--- src/design/vector_unit_macros.svh ---
`ifndef VECTOR_UNIT_MACROS_SVH
`define VECTOR_UNIT_MACROS_SVH

// Datapath word and Wishbone address widths
`define VU_DATA_W 32
`define VU_ADDR_W 5

// Register byte offsets on the Wishbone port
`define VU_REG_OPA    5'h00
`define VU_REG_OPB    5'h04
`define VU_REG_CTRL   5'h08
`define VU_REG_RESULT 5'h0C
`define VU_REG_STATUS 5'h10

`endif

--- src/design/vector_unit_pkg.sv ---
package vector_unit_pkg;

    // Lane layout of a 32-bit word
    // Encodings 2 and 3 are reserved and decode as two 16-bit lanes
    typedef enum logic [1:0] {
        ESIZE_8  = 2'b00,
        ESIZE_16 = 2'b01
    } esize_t;

    // Host opcode in CTRL[3:0]
    // Shift opcodes follow the shifter micro-op order, add opcodes the
    // adder micro-op order, so the low bits select the micro-op directly
    typedef enum logic [3:0] {
        OP_VSRA       = 4'd0,
        OP_RND_VSRA   = 4'd1,
        OP_VSRL       = 4'd2,
        OP_RND_VSRL   = 4'd3,
        OP_VSLL       = 4'd4,
        OP_SAT_VSLL   = 4'd5,
        OP_VSATL_SMPR = 4'd6,
        OP_VSATL_RNDR = 4'd7,
        OP_VADD       = 4'd8,
        OP_VSUB       = 4'd9,
        OP_SAT_VADD   = 4'd10,
        OP_SAT_VSUB   = 4'd11
    } vunit_op_t;

    // Shifter micro-ops
    typedef enum logic [2:0] {
        VSRA, RND_VSRA, VSRL, RND_VSRL, VSLL, SAT_VSLL, VSATL_SMPR, VSATL_RNDR
    } vshift_uops_t;

    // Adder micro-ops
    typedef enum logic [1:0] {
        VADD, VSUB, SAT_VADD, SAT_VSUB
    } vadd_uops_t;

endpackage : vector_unit_pkg

--- src/design/vector_shift_unit.sv ---
`timescale 1ns/1ps
`include "vector_unit_macros.svh"

module vector_shift_unit import vector_unit_pkg::*; (
    input  logic                  clk_i,
    input  logic                  rst_n_i,
    input  logic                  data_valid_i,
    input  logic [`VU_DATA_W-1:0] operand_i,
    input  logic [4:0]            shift_amt_i,
    input  esize_t                vector_length_i,
    input  vshift_uops_t          operation_i,
    output logic [`VU_DATA_W-1:0] result_o,
    output logic                  data_valid_o,
    output logic                  overflow_flag_o
);

    // What stage two does with the registered shift
    typedef enum logic [1:0] {
        MODE_PASS,
        MODE_ROUND,
        MODE_SAT
    } post_mode_t;

    // ----------------------------------------
    // Lane shifters of stage one
    // ----------------------------------------

    // Only the magnitude of the signed amount sets the distance
    logic [3:0] shift_mag;

    assign shift_mag = shift_amt_i[4] ? 4'(5'd0 - shift_amt_i) : shift_amt_i[3:0];

    logic [`VU_DATA_W-1:0] sll_res, sll_out, srl_res, sra_res;
    logic [3:0]            srl_last, sra_last, lane_sign;

    // Flags of a 16-bit lane sit on odd indices and even ones stay zero
    always_comb begin : lane_shifts
        sll_res   = '0;
        sll_out   = '0;
        srl_res   = '0;
        sra_res   = '0;
        srl_last  = '0;
        sra_last  = '0;
        lane_sign = '0;
        if (vector_length_i == ESIZE_8) begin
            for (int i = 0; i < 4; i++) begin
                {sll_out[8*i +: 8], sll_res[8*i +: 8]} =
                    {8'h00, operand_i[8*i +: 8]} << shift_mag[2:0];
                // Extra low bit catches the last bit shifted out
                {srl_res[8*i +: 8], srl_last[i]} =
                    {operand_i[8*i +: 8], 1'b0} >> shift_mag[2:0];
                {sra_res[8*i +: 8], sra_last[i]} =
                    $signed({operand_i[8*i +: 8], 1'b0}) >>> shift_mag[2:0];
                lane_sign[i] = operand_i[8*i+7];
            end
        end else begin
            for (int i = 0; i < 2; i++) begin
                {sll_out[16*i +: 16], sll_res[16*i +: 16]} =
                    {16'h0000, operand_i[16*i +: 16]} << shift_mag;
                {srl_res[16*i +: 16], srl_last[2*i+1]} =
                    {operand_i[16*i +: 16], 1'b0} >> shift_mag;
                {sra_res[16*i +: 16], sra_last[2*i+1]} =
                    $signed({operand_i[16*i +: 16], 1'b0}) >>> shift_mag;
                lane_sign[2*i+1] = operand_i[16*i+15];
            end
        end
    end : lane_shifts

    // Pick the shift and the treatment for stage two
    logic [`VU_DATA_W-1:0] shift_sel;
    logic [3:0]            last_sel;
    post_mode_t            mode_sel;

    always_comb begin : op_select
        shift_sel = sra_res;
        last_sel  = sra_last;
        mode_sel  = MODE_PASS;
        case (operation_i)
            RND_VSRA: begin
                mode_sel = MODE_ROUND;
            end
            VSRL, RND_VSRL: begin
                shift_sel = srl_res;
                last_sel  = srl_last;
                mode_sel  = (operation_i == RND_VSRL) ? MODE_ROUND : MODE_PASS;
            end
            VSLL, SAT_VSLL: begin
                shift_sel = sll_res;
                last_sel  = '0;
                mode_sel  = (operation_i == SAT_VSLL) ? MODE_SAT : MODE_PASS;
            end
            // Negative amount shifts right and positive amount saturates left
            VSATL_SMPR, VSATL_RNDR: begin
                if (!shift_amt_i[4]) begin
                    shift_sel = sll_res;
                    last_sel  = '0;
                    mode_sel  = MODE_SAT;
                end else if (operation_i == VSATL_RNDR) begin
                    mode_sel = MODE_ROUND;
                end
            end
            default: begin
                mode_sel = MODE_PASS;
            end
        endcase
    end : op_select

    logic [`VU_DATA_W-1:0] shift_q, out_left_q;
    logic [3:0]            last_q, sign_q;
    esize_t                len_q;
    post_mode_t            mode_q;

    always_ff @(posedge clk_i or negedge rst_n_i) begin
        if (!rst_n_i) begin
            data_valid_o <= 1'b0;
        end else begin
            data_valid_o <= data_valid_i;
        end
    end

    always_ff @(posedge clk_i) begin
        shift_q    <= shift_sel;
        out_left_q <= sll_out;
        last_q     <= last_sel;
        sign_q     <= lane_sign;
        len_q      <= vector_length_i;
        mode_q     <= mode_sel;
    end

    // ----------------------------------------
    // Rounding and saturation in stage two
    // ----------------------------------------

    logic [`VU_DATA_W-1:0] round_res, sat_res;
    logic [3:0]            sat_hit;

    always_comb begin : post_stage
        round_res = shift_q;
        sat_res   = shift_q;
        sat_hit   = '0;
        if (len_q == ESIZE_8) begin
            for (int i = 0; i < 4; i++) begin
                round_res[8*i +: 8] = shift_q[8*i +: 8] + 8'(last_q[i]);
                // Set bits lost on the left or a lane that now reads negative
                if ((out_left_q[8*i +: 8] != '0) || shift_q[8*i+7]) begin
                    sat_res[8*i +: 8] = sign_q[i] ? 8'h80 : 8'h7F;
                    sat_hit[i]        = 1'b1;
                end
            end
        end else begin
            for (int i = 0; i < 2; i++) begin
                round_res[16*i +: 16] = shift_q[16*i +: 16] + 16'(last_q[2*i+1]);
                if ((out_left_q[16*i +: 16] != '0) || shift_q[16*i+15]) begin
                    sat_res[16*i +: 16] = sign_q[2*i+1] ? 16'h8000 : 16'h7FFF;
                    sat_hit[2*i+1]      = 1'b1;
                end
            end
        end
    end : post_stage

    // Overflow covers every lane that clamped
    always_comb begin : result_mux
        result_o        = shift_q;
        overflow_flag_o = 1'b0;
        case (mode_q)
            MODE_ROUND: result_o = round_res;
            MODE_SAT: begin
                result_o        = sat_res;
                overflow_flag_o = |sat_hit;
            end
            default: result_o = shift_q;
        endcase
    end : result_mux

    // Valid feeds the busy logic in the register block
    a_valid_known : assert property (
        @(posedge clk_i) disable iff (!rst_n_i) !$isunknown(data_valid_o)
    );

endmodule : vector_shift_unit

--- src/design/vector_add_unit.sv ---
`timescale 1ns/1ps
`include "vector_unit_macros.svh"

module vector_add_unit import vector_unit_pkg::*; (
    input  logic                  clk_i,
    input  logic                  rst_n_i,
    input  logic                  data_valid_i,
    input  logic [`VU_DATA_W-1:0] operand_a_i,
    input  logic [`VU_DATA_W-1:0] operand_b_i,
    input  esize_t                vector_length_i,
    input  vadd_uops_t            operation_i,
    output logic [`VU_DATA_W-1:0] result_o,
    output logic                  data_valid_o,
    output logic                  overflow_flag_o
);

    // ----------------------------------------
    // Lane adders of stage one
    // ----------------------------------------

    logic                  sub_op;
    logic [`VU_DATA_W-1:0] sum_d;
    logic [3:0]            ovf_d;

    assign sub_op = (operation_i == VSUB) || (operation_i == SAT_VSUB);

    // Subtract as a + ~b + 1 with a carry in per lane
    always_comb begin : lane_add
        logic [7:0]  b8;
        logic [15:0] b16;
        sum_d = '0;
        ovf_d = '0;
        b8    = '0;
        b16   = '0;
        if (vector_length_i == ESIZE_8) begin
            for (int i = 0; i < 4; i++) begin
                b8 = sub_op ? ~operand_b_i[8*i +: 8] : operand_b_i[8*i +: 8];
                sum_d[8*i +: 8] = operand_a_i[8*i +: 8] + b8 + 8'(sub_op);
                // Same-sign inputs with a flipped result sign
                ovf_d[i] = (operand_a_i[8*i+7] == b8[7]) &&
                           (sum_d[8*i+7] != operand_a_i[8*i+7]);
            end
        end else begin
            for (int i = 0; i < 2; i++) begin
                b16 = sub_op ? ~operand_b_i[16*i +: 16] : operand_b_i[16*i +: 16];
                sum_d[16*i +: 16] = operand_a_i[16*i +: 16] + b16 + 16'(sub_op);
                ovf_d[2*i+1] = (operand_a_i[16*i+15] == b16[15]) &&
                               (sum_d[16*i+15] != operand_a_i[16*i+15]);
            end
        end
    end : lane_add

    logic [`VU_DATA_W-1:0] sum_q;
    logic [3:0]            ovf_q;
    esize_t                len_q;
    vadd_uops_t            op_q;

    always_ff @(posedge clk_i or negedge rst_n_i) begin
        if (!rst_n_i) begin
            data_valid_o <= 1'b0;
        end else begin
            data_valid_o <= data_valid_i;
        end
    end

    always_ff @(posedge clk_i) begin
        sum_q <= sum_d;
        ovf_q <= ovf_d;
        len_q <= vector_length_i;
        op_q  <= operation_i;
    end

    // ----------------------------------------
    // Signed saturation in stage two
    // ----------------------------------------

    logic sat_op;

    assign sat_op = (op_q == SAT_VADD) || (op_q == SAT_VSUB);

    // Wrapped MSB set means the true result was positive
    always_comb begin : saturate
        result_o = sum_q;
        if (sat_op && (len_q == ESIZE_8)) begin
            for (int i = 0; i < 4; i++) begin
                if (ovf_q[i]) begin
                    result_o[8*i +: 8] = sum_q[8*i+7] ? 8'h7F : 8'h80;
                end
            end
        end else if (sat_op) begin
            for (int i = 0; i < 2; i++) begin
                if (ovf_q[2*i+1]) begin
                    result_o[16*i +: 16] = sum_q[16*i+15] ? 16'h7FFF : 16'h8000;
                end
            end
        end
    end : saturate

    assign overflow_flag_o = sat_op && (ovf_q != '0);

    // A wrapping op launched here never reports overflow when it completes
    a_wrap_no_ovf : assert property (
        @(posedge clk_i) disable iff (!rst_n_i)
        (data_valid_i && (operation_i inside {VADD, VSUB})) |=> !overflow_flag_o
    );

endmodule : vector_add_unit

--- src/design/vector_wb_regs.sv ---
`timescale 1ns/1ps
`include "vector_unit_macros.svh"

module vector_wb_regs import vector_unit_pkg::*; (
    input  logic                  clk_i,
    input  logic                  rst_n_i,
    // Wishbone classic slave
    input  logic                  wb_cyc_i,
    input  logic                  wb_stb_i,
    input  logic                  wb_we_i,
    input  logic [`VU_ADDR_W-1:0] wb_adr_i,
    input  logic [`VU_DATA_W-1:0] wb_dat_i,
    input  logic [3:0]            wb_sel_i,
    output logic [`VU_DATA_W-1:0] wb_dat_o,
    output logic                  wb_ack_o,
    // To the execution units
    output logic [`VU_DATA_W-1:0] operand_a_o,
    output logic [`VU_DATA_W-1:0] operand_b_o,
    output esize_t                esize_o,
    output logic                  shift_valid_o,
    output vshift_uops_t          shift_op_o,
    output logic                  add_valid_o,
    output vadd_uops_t            add_op_o,
    // From the execution units
    input  logic [`VU_DATA_W-1:0] shift_result_i,
    input  logic                  shift_valid_i,
    input  logic                  shift_overflow_i,
    input  logic [`VU_DATA_W-1:0] add_result_i,
    input  logic                  add_valid_i,
    input  logic                  add_overflow_i
);

    logic [`VU_DATA_W-1:0] opa_q, opb_q, result_q;
    vunit_op_t             ctrl_op_q;
    esize_t                ctrl_esize_q;
    logic                  busy_q, ovf_q;

    // ----------------------------------------
    // Bus acceptance
    // ----------------------------------------

    logic      stall, accept, ctrl_wr, shift_sel, add_sel;
    vunit_op_t op_in;

    // Result reads and CTRL writes wait out a running operation
    assign stall = busy_q && ((wb_we_i && (wb_adr_i == `VU_REG_CTRL)) ||
                              (!wb_we_i && (wb_adr_i == `VU_REG_RESULT)));
    assign accept  = wb_cyc_i && wb_stb_i && !wb_ack_o && !stall;
    assign ctrl_wr = accept && wb_we_i && (wb_adr_i == `VU_REG_CTRL);

    // Opcodes decode straight from write data so the units launch this cycle
    assign op_in      = vunit_op_t'(wb_dat_i[3:0]);
    assign shift_sel  = op_in inside {[OP_VSRA:OP_VSATL_RNDR]};
    assign add_sel    = op_in inside {[OP_VADD:OP_SAT_VSUB]};
    assign shift_op_o = vshift_uops_t'(wb_dat_i[2:0]);
    assign add_op_o   = vadd_uops_t'(wb_dat_i[1:0]);
    assign esize_o    = esize_t'(wb_dat_i[5:4]);

    assign shift_valid_o = ctrl_wr && shift_sel;
    assign add_valid_o   = ctrl_wr && add_sel;
    assign operand_a_o   = opa_q;
    assign operand_b_o   = opb_q;

    // ----------------------------------------
    // Registers, read data and busy
    // ----------------------------------------

    // Byte selects are ignored and every access is a full word
    always_ff @(posedge clk_i or negedge rst_n_i) begin
        if (!rst_n_i) begin
            wb_ack_o     <= 1'b0;
            wb_dat_o     <= '0;
            opa_q        <= '0;
            opb_q        <= '0;
            ctrl_op_q    <= OP_VSRA;
            ctrl_esize_q <= ESIZE_8;
            result_q     <= '0;
            busy_q       <= 1'b0;
            ovf_q        <= 1'b0;
        end else begin
            wb_ack_o <= accept;
            if (accept && wb_we_i) begin
                case (wb_adr_i)
                    `VU_REG_OPA: opa_q <= wb_dat_i;
                    `VU_REG_OPB: opb_q <= wb_dat_i;
                    `VU_REG_CTRL: begin
                        ctrl_op_q    <= op_in;
                        ctrl_esize_q <= esize_o;
                    end
                    default: ;
                endcase
            end
            if (accept && !wb_we_i) begin
                case (wb_adr_i)
                    `VU_REG_OPA:    wb_dat_o <= opa_q;
                    `VU_REG_OPB:    wb_dat_o <= opb_q;
                    `VU_REG_CTRL:   wb_dat_o <= {{(`VU_DATA_W-6){1'b0}}, ctrl_esize_q, ctrl_op_q};
                    `VU_REG_RESULT: wb_dat_o <= result_q;
                    `VU_REG_STATUS: wb_dat_o <= {{(`VU_DATA_W-2){1'b0}}, ovf_q, busy_q};
                    default:        wb_dat_o <= '0;
                endcase
            end
            // Reserved opcodes launch nothing and leave busy clear
            if (shift_valid_o || add_valid_o) begin
                busy_q <= 1'b1;
            end else if (shift_valid_i || add_valid_i) begin
                busy_q <= 1'b0;
            end
            if (shift_valid_i) begin
                result_q <= shift_result_i;
                ovf_q    <= shift_overflow_i;
            end else if (add_valid_i) begin
                result_q <= add_result_i;
                ovf_q    <= add_overflow_i;
            end
        end
    end

    // Host drops stb in the cycle after the single-cycle ack
    a_stb_after_ack : assert property (
        @(posedge clk_i) disable iff (!rst_n_i) wb_ack_o |=> !wb_stb_i
    );

endmodule : vector_wb_regs

--- src/design/vector_unit_top.sv ---
`timescale 1ns/1ps
`include "vector_unit_macros.svh"

module vector_unit_top import vector_unit_pkg::*; (
    input  logic                  clk_i,
    input  logic                  rst_n_i,
    input  logic                  wb_cyc_i,
    input  logic                  wb_stb_i,
    input  logic                  wb_we_i,
    input  logic [`VU_ADDR_W-1:0] wb_adr_i,
    input  logic [`VU_DATA_W-1:0] wb_dat_i,
    input  logic [3:0]            wb_sel_i,
    output logic [`VU_DATA_W-1:0] wb_dat_o,
    output logic                  wb_ack_o
);

    // Register block to units
    logic [`VU_DATA_W-1:0] operand_a, operand_b;
    esize_t                esize;
    logic                  shift_valid, add_valid;
    vshift_uops_t          shift_op;
    vadd_uops_t            add_op;

    // Units back to register block
    logic [`VU_DATA_W-1:0] shift_result, add_result;
    logic                  shift_done, add_done;
    logic                  shift_overflow, add_overflow;

    vector_wb_regs regs_i (
        .clk_i            (clk_i),
        .rst_n_i          (rst_n_i),
        .wb_cyc_i         (wb_cyc_i),
        .wb_stb_i         (wb_stb_i),
        .wb_we_i          (wb_we_i),
        .wb_adr_i         (wb_adr_i),
        .wb_dat_i         (wb_dat_i),
        .wb_sel_i         (wb_sel_i),
        .wb_dat_o         (wb_dat_o),
        .wb_ack_o         (wb_ack_o),
        .operand_a_o      (operand_a),
        .operand_b_o      (operand_b),
        .esize_o          (esize),
        .shift_valid_o    (shift_valid),
        .shift_op_o       (shift_op),
        .add_valid_o      (add_valid),
        .add_op_o         (add_op),
        .shift_result_i   (shift_result),
        .shift_valid_i    (shift_done),
        .shift_overflow_i (shift_overflow),
        .add_result_i     (add_result),
        .add_valid_i      (add_done),
        .add_overflow_i   (add_overflow)
    );

    // Shift amount is the low five bits of OPB
    vector_shift_unit shift_i (
        .clk_i           (clk_i),
        .rst_n_i         (rst_n_i),
        .data_valid_i    (shift_valid),
        .operand_i       (operand_a),
        .shift_amt_i     (operand_b[4:0]),
        .vector_length_i (esize),
        .operation_i     (shift_op),
        .result_o        (shift_result),
        .data_valid_o    (shift_done),
        .overflow_flag_o (shift_overflow)
    );

    vector_add_unit add_i (
        .clk_i           (clk_i),
        .rst_n_i         (rst_n_i),
        .data_valid_i    (add_valid),
        .operand_a_i     (operand_a),
        .operand_b_i     (operand_b),
        .vector_length_i (esize),
        .operation_i     (add_op),
        .result_o        (add_result),
        .data_valid_o    (add_done),
        .overflow_flag_o (add_overflow)
    );

endmodule : vector_unit_top

--- config.mk ---
export PLATFORM = sky130hd
export DESIGN_NAME = vector_unit_top
export DESIGN_NICKNAME = d
export VERILOG_FILES = /design/src/design/vector_unit_pkg.sv /design/src/design/vector_shift_unit.sv /design/src/design/vector_add_unit.sv /design/src/design/vector_wb_regs.sv /design/src/design/vector_unit_top.sv
export VERILOG_INCLUDE_DIRS = /design/src /design/src/design
export SDC_FILE = /design/constraint.sdc
export NUM_CORES = 1
export LEC_CHECK = 0
export BUFFER_PORTS_ARGS = -buffer_cell sky130_fd_sc_hd__buf_4
export CAP_MARGIN = 30
export CORE_MARGIN = 2
export CORE_UTILIZATION = 60
export CTS_BUF_LIST = sky130_fd_sc_hd__clkbuf_8
export CTS_CLUSTER_SIZE = 24
export DETAILED_ROUTE_END_ITERATION = 8
export PLACE_DENSITY = 0.82
export SLEW_MARGIN = 10
export SYNTH_ARGS = -nofsm -noshare
export SYNTH_HDL_FRONTEND = slang
export SYNTH_SLANG_ARGS = --single-unit
--- constraint.sdc ---
create_clock -name clk_i -period 3.59 [get_ports clk_i]
set_clock_uncertainty 0.05 [all_clocks]
set_input_delay 0 -clock clk_i [delete_from_list [all_inputs] [get_ports clk_i]]
set_output_delay 0 -clock clk_i [all_outputs]
set_load 0.01 [all_outputs]
**After elaboration in Yosys (flattened, before gate mapping)**

Cells that the tools add are included.

- $add $sub $neg: 19
- Multipliers: 0
- Div/mod/pow operators: 0
- Order comparisons: 4
- Eq/ne operators: 29
- Shift operators: 18
- Muxes and demuxes: 78
- Bitwise logic cells: 6
- Reduce and logical (&&, ||, !) cells: 54

Operators with widths:

| cell | number |
|---|---|
| 32-bit 2-to-1 mux | 12 |
| 16-bit 2-to-1 mux | 10 |
| 8-bit 2-to-1 mux | 20 |
| 32-bit one-hot mux with 5 select lines | 1 |
| 32-bit one-hot mux with 3 select lines | 1 |
| 16-bit by 1-bit adder with 16-bit output | 4 |
| 8-bit by 1-bit adder with 8-bit output | 8 |
| 32-bit one-hot mux with 2 select lines | 1 |
| 16-bit by 4-bit left shift with 32-bit output | 2 |
| 8-bit by 3-bit left shift with 16-bit output | 4 |
| 9-bit by 3-bit right shift with 9-bit output | 4 |
| 9-bit by 3-bit >>> shifter with 9-bit output | 4 |
| 17-bit by 4-bit right shift with 17-bit output | 2 |
| 17-bit by 4-bit >>> shifter with 17-bit output | 2 |
| 16-bit adder | 2 |
| 8-bit adder | 4 |
| 16-bit NOT | 2 |
| 8-bit NOT | 4 |
| 16-bit nonzero test | 2 |
| 8-bit nonzero test | 4 |
| 1-bit 2-to-1 mux | 27 |
| 1-bit logical AND | 21 |
| 3-bit == test (second input constant) | 4 |
| 4-bit one-hot mux with 3 select lines | 1 |
| 26 further kinds | 62 |

- Flip-flop bits (word level): 253
- Latch bits: 0
- Bits in writable memories: 0
- Memory bits (read-only): 0
- Input bits: 46
- Logic and storage cells: 230
- Memories kept: 0

**Longest topological paths before layout**

- Word-level depth: 11
- Mapped depth: 15

**Hierarchy**

A second synthesis with hierarchy kept.

- Cell total of the unflattened synthesis: 1963
- Area total of the unflattened synthesis: 17115.2 µm²

By module, submodules not included:

| module | times used | cells an instance | area each (µm²) | sequential area each (µm²) |
|---|---|---|---|---|
| vector_shift_unit | 1 | 1124 | 7775.0 | 1506.4 |
| vector_wb_regs | 1 | 483 | 6223.5 | 3428.3 |
| vector_add_unit | 1 | 356 | 3116.7 | 805.8 |

**Least setup slack after synthesis**

Ideal clock, no wire load.

- Path kind: register to register
- From: register regs_i.opb_q[0], in the netlist regs_i.operand_b_o[0]
- To: register shift_i.shift_q[7]
- Arrival time: 3.064 ns
- Data required time: 3.418 ns
- Setup slack: 0.354 ns
- Cell stages (with the launch flop): 13
- Buffers on the path: 4
- Period minus slack after synthesis: 3.236 ns
- Cells stage by stage: dfrtp_1 -> buf_4 -> inv_2 -> buf_2 -> buf_1 -> ha_1 -> mux2i_2 -> buf_6 -> mux2i_1 -> mux2i_1 -> mux2i_1 -> o22ai_1 -> a221o_1

- Word-level cells in the longest chain between the ends: 6
- Elaborated cells on any way between the ends: 13
- Those cells by class: add/sub (1); shift (6); mux (6)

Ends and longest elaborated chain:

| element | line | source |
|---|---|---|
| start, declared | vector_wb_regs.sv:33 | `` logic [`VU_DATA_W-1:0] opa_q, opb_q, result_q; `` |
| start signal, assigned | vector_wb_regs.sv:85 | `` `VU_REG_OPB: opb_q <= wb_dat_i; `` |
| 1-bit by 4-bit subtractor with 4-bit output | vector_shift_unit.sv:31 | `assign shift_mag = shift_amt_i[4] ? 4'(5'd0 - shift_amt_i) : shift_amt_i[3:0];` |
| 4-bit 2-to-1 mux (*) | vector_shift_unit.sv:31 |  |
| 16-bit by 4-bit left shift with 32-bit output, or another cell as far along | vector_shift_unit.sv:59 | `{16'h0000, operand_i[16*i +: 16]} << shift_mag;` |
| 32-bit 2-to-1 mux | vector_shift_unit.sv:45 | `if (vector_length_i == ESIZE_8) begin` |
| 32-bit 2-to-1 mux | vector_shift_unit.sv:94 | `if (!shift_amt_i[4]) begin` |
| 32-bit one-hot mux with 3 select lines (*) | vector_shift_unit.sv:78 | `case (operation_i)` |
| net shift_i.shift_sel[7] | vector_shift_unit.sv:70 | `` logic [`VU_DATA_W-1:0] shift_sel; `` |
| end signal, assigned | vector_shift_unit.sv:122 | `shift_q <= shift_sel;` |
| end, declared | vector_shift_unit.sv:108 | `` logic [`VU_DATA_W-1:0] shift_q, out_left_q; `` |

The timed path passes the listed nets; every way through them passes the cells marked *.
A chain may end at the register's enable or synchronous reset.

**Worst setup path after layout**

- From: register regs_i.opb_q[1], in the netlist regs_i.operand_b_o[1]
- To: register shift_i.shift_q[18]

The elaborated chain is that of the path after synthesis.

==> results.cfg <==
[grt]
grt_pass1_wl_mm = 97.5
antenna_found_initial = 2
grt_overflow = 0
grt_use_total_pct = 41.4
grt_pass1_vias = 16600
grt_max_degree = 97

[status]
status = complete, no violations

[sta]
whs_ns = 0.145
finalSetupViolations = 0
slew_headroom_pct = 36.6
clock.fmax_mhz = 321
drv_slew = 0
finalCritPeriodShare_pct = 86.7
final-hold-violation-count = 0
min_period_ns = 3.11
rsz0062_at_grt = false
fin_tns_setup_ns = 0
worst_pin_slew_ns = 0.951

[synth]
ys_seq_elements = 250
synth_cell_types = 90
ys.flop_type = dfrtp_1
ys_async_sr_fraction_pct = 55.6
syn_avg_cell_area_sq_um = 8.55
ys_seq_area_share_pct = 32.9
synth_top_cell_by_area = dfrtp_1
synth_most_common_cell = nand2_1
netlist_instances = 2023
synth_nets = 2120
synth.cell_area_sq_mm = 0.0173
synth_top_area_share_pct = 20.1
synth_edf_count = 0
synthTopCellsByCount = nand2_1 (222), nor2_1 (185), a21oi_1 (165)
synth_area_leaders = dfrtp_1 (20%), dfxtp_1 (13%), mux2_2 (6.7%), mux2i_1 (5.0%), nand2_1 (4.8%)
ys_warn_count = 0

[cts]
clock_latency_ns = 0.60
cts_max_level = 2
cts_resized = 0
cts_tree = yes
cts-root-buf = clkbuf_8
clock-sinks = 250
path_clk_slew_ns = 0.07
clockBufferDepth = 3
cts_made_buffers = 43

[final_layout]
area_growth_syn_to_layout_pct = 13.3
n_antenna_cell = 0
final_cell_area_sq_mm = 0.0196
nets = 2188
drive_gt1_share_pct = 17.4

[power]
power.static_leakage_nw = 8.50
powerDensity_mw_per_mm2 = 484
irDropWorstVdd_mv = 0.359
total_power_mw = 9.49

[worst_setup_path]
startpoint_type = flip-flop
endpoint = shift_i.shift_q[18]
rrSetupSlack_ns = 0.48
r2r_end = shift_i.shift_q[18]
critPathCaptureType = flip-flop
worst-setup-path-type = flip-flop to flip-flop
worstPathRequired_ns = 3.99
crit_start = regs_i.operand_b_o[1]
reg2reg_depth = 9
cp.arrival_ns = 3.51
cp_max_fo = 49
r2r-start = regs_i.operand_b_o[1]

[floorplanning]
fp.dieH_um = 174
row_count = 62
initial_core_util_pct = 60.6
core-area_sq_mm = 0.0285
die_w_um = 174
io_pins = 79
die_area_sq_mm = 0.0302

[detailed_routing]
postRouteAntennaNets = 0
vias = 17300
vias_per_cell = 6.88
routed_wl_mm = 63.7
drc = 0
wl_per_cell_um = 25.4
dr.pass1.iters = 5
drtIter0Drc = 2010

[place]
placed_cell_area_sq_mm = 0.0182
gp_congestion = 1.04
hpwl_mm = 44.4
port_buffers = 74

[hold_path]
hold_class = input port to flip-flop

[flow_run]
cap_violations = 0
per-stage QoR:
| step | cells | utilization, % | setup WS (ns) |
|---|---|---|---|
| 6_report | 2510 | 68.7 | 0.476 |
| 4_1_cts | 2507 | 68.4 | 0.565 |
| 5_1_grt | 2510 | 68.7 | 0.286 |
| 3_5_place_dp | 2383 | 63.7 | 0.598 |
| 2_1_floorplan | 2023 | - | 0.354 |
| 3_3_place_gp | 2382 | 63.6 | 0.625 |
critical path, stage by stage (launching register included):
cell	delay [ns]
dfrtp_1	0.56
inv_1	0.12
ha_1	0.37
mux2i_4	0.20
buf_12	0.30
buf_4	0.28
mux4_2	0.33
a2111oi_0	0.52
a31o_1	0.16
o32ai_1	0.06
report_power, final:
part	switching, mW	leakage, nW	internal, mW
Sequential	0.440	2.81	3.16
Clock	1.31	0.507	1.49
Combinational	1.90	5.19	1.19
how the worst min path moves through the flow:
stage | from | end | slack, ns | depth (start not counted)
2_1_floorplan | rst_n_i | add_i.data_valid_o | -0.35 | 0
3_3_place_gp | rst_n_i | regs_i.wb_dat_o[10] | 0.10 | 1
3_5_place_dp | rst_n_i | regs_i.wb_dat_o[6] | 0.12 | 1
4_1_cts | rst_n_i | regs_i.result_q[9] | 0.07 | 2
5_1_grt | wb_dat_i[15] | regs_i.operand_b_o[15] | 0.14 | 3
6_report | wb_dat_i[15] | regs_i.operand_b_o[15] | 0.14 | 3
layout make-up:
cell class | instances | area, sq um
timing repair buffer | 181 | 1590
inverter | 27 | 101
sequential | 250 | 5710
tap | 384 | 480
fill | 2223 | 8950
multi-input combinational | 1588 | 10800
clock inverter | 28 | 205
clock buffer | 52 | 716
flip-flops by register name (all words and copies together), names as in the netlist, 2 cells and up:
register	cells
regs_i.wb_dat_o	32
regs_i.result_q	32
shift_i.mode_q	2
regs_i.ctrl_esize_q	2
shift_i.sign_q	4
add_i.sum_q	32
shift_i.shift_q	32
add_i.ovf_q	4
regs_i.ctrl_op_q	4
regs_i.operand_b_o	32
shift_i.last_q	4
regs_i.operand_a_o	32
shift_i.out_left_q	30
add_i.len_q	2
cell usage in the layout (no fill, tap or decap), drive strengths merged, types with 44 or more instances in the layout:
cell and n:
nand2 222, a21oi 169, mux2i 89, mux2 105, nor2 188, nand3 44, dlygate4sd3 45, dfxtp 111
clkbuf 52, dfrtp 139, ha 47, xor2 52, buf 136, o21ai 136
logic make-up after synthesis:
| logic type | Yosys count | synth area share [%] |
|---|---|---|
| AOI/OAI and AO/OA | 638 | 23.9 |
| and+or+nand+nor | 605 | 15.7 |
| DFF | 250 | 32.9 |
| muxes | 212 | 14.4 |
| buffers and inverters | 185 | 4.92 |
| xor gates and xnor gates | 82 | 4.30 |
| adders and majority gates | 51 | 3.86 |
metal layers:
metal	track usage (%)	up-vias	wire, um
met3	8.66	254	6610
met5	0	-	13
met2	62.5	1064	27600
met4	23.5	2	4210
met1	55.5	8335	25300
li1	-	7605	-
what timing repair did:
action,4_1_cts,5_1_grt
buffers inserted,0,0
hold buffers,44,1
endpoints found under the hold margin,190,27
(Power assumes the default switching activity.)
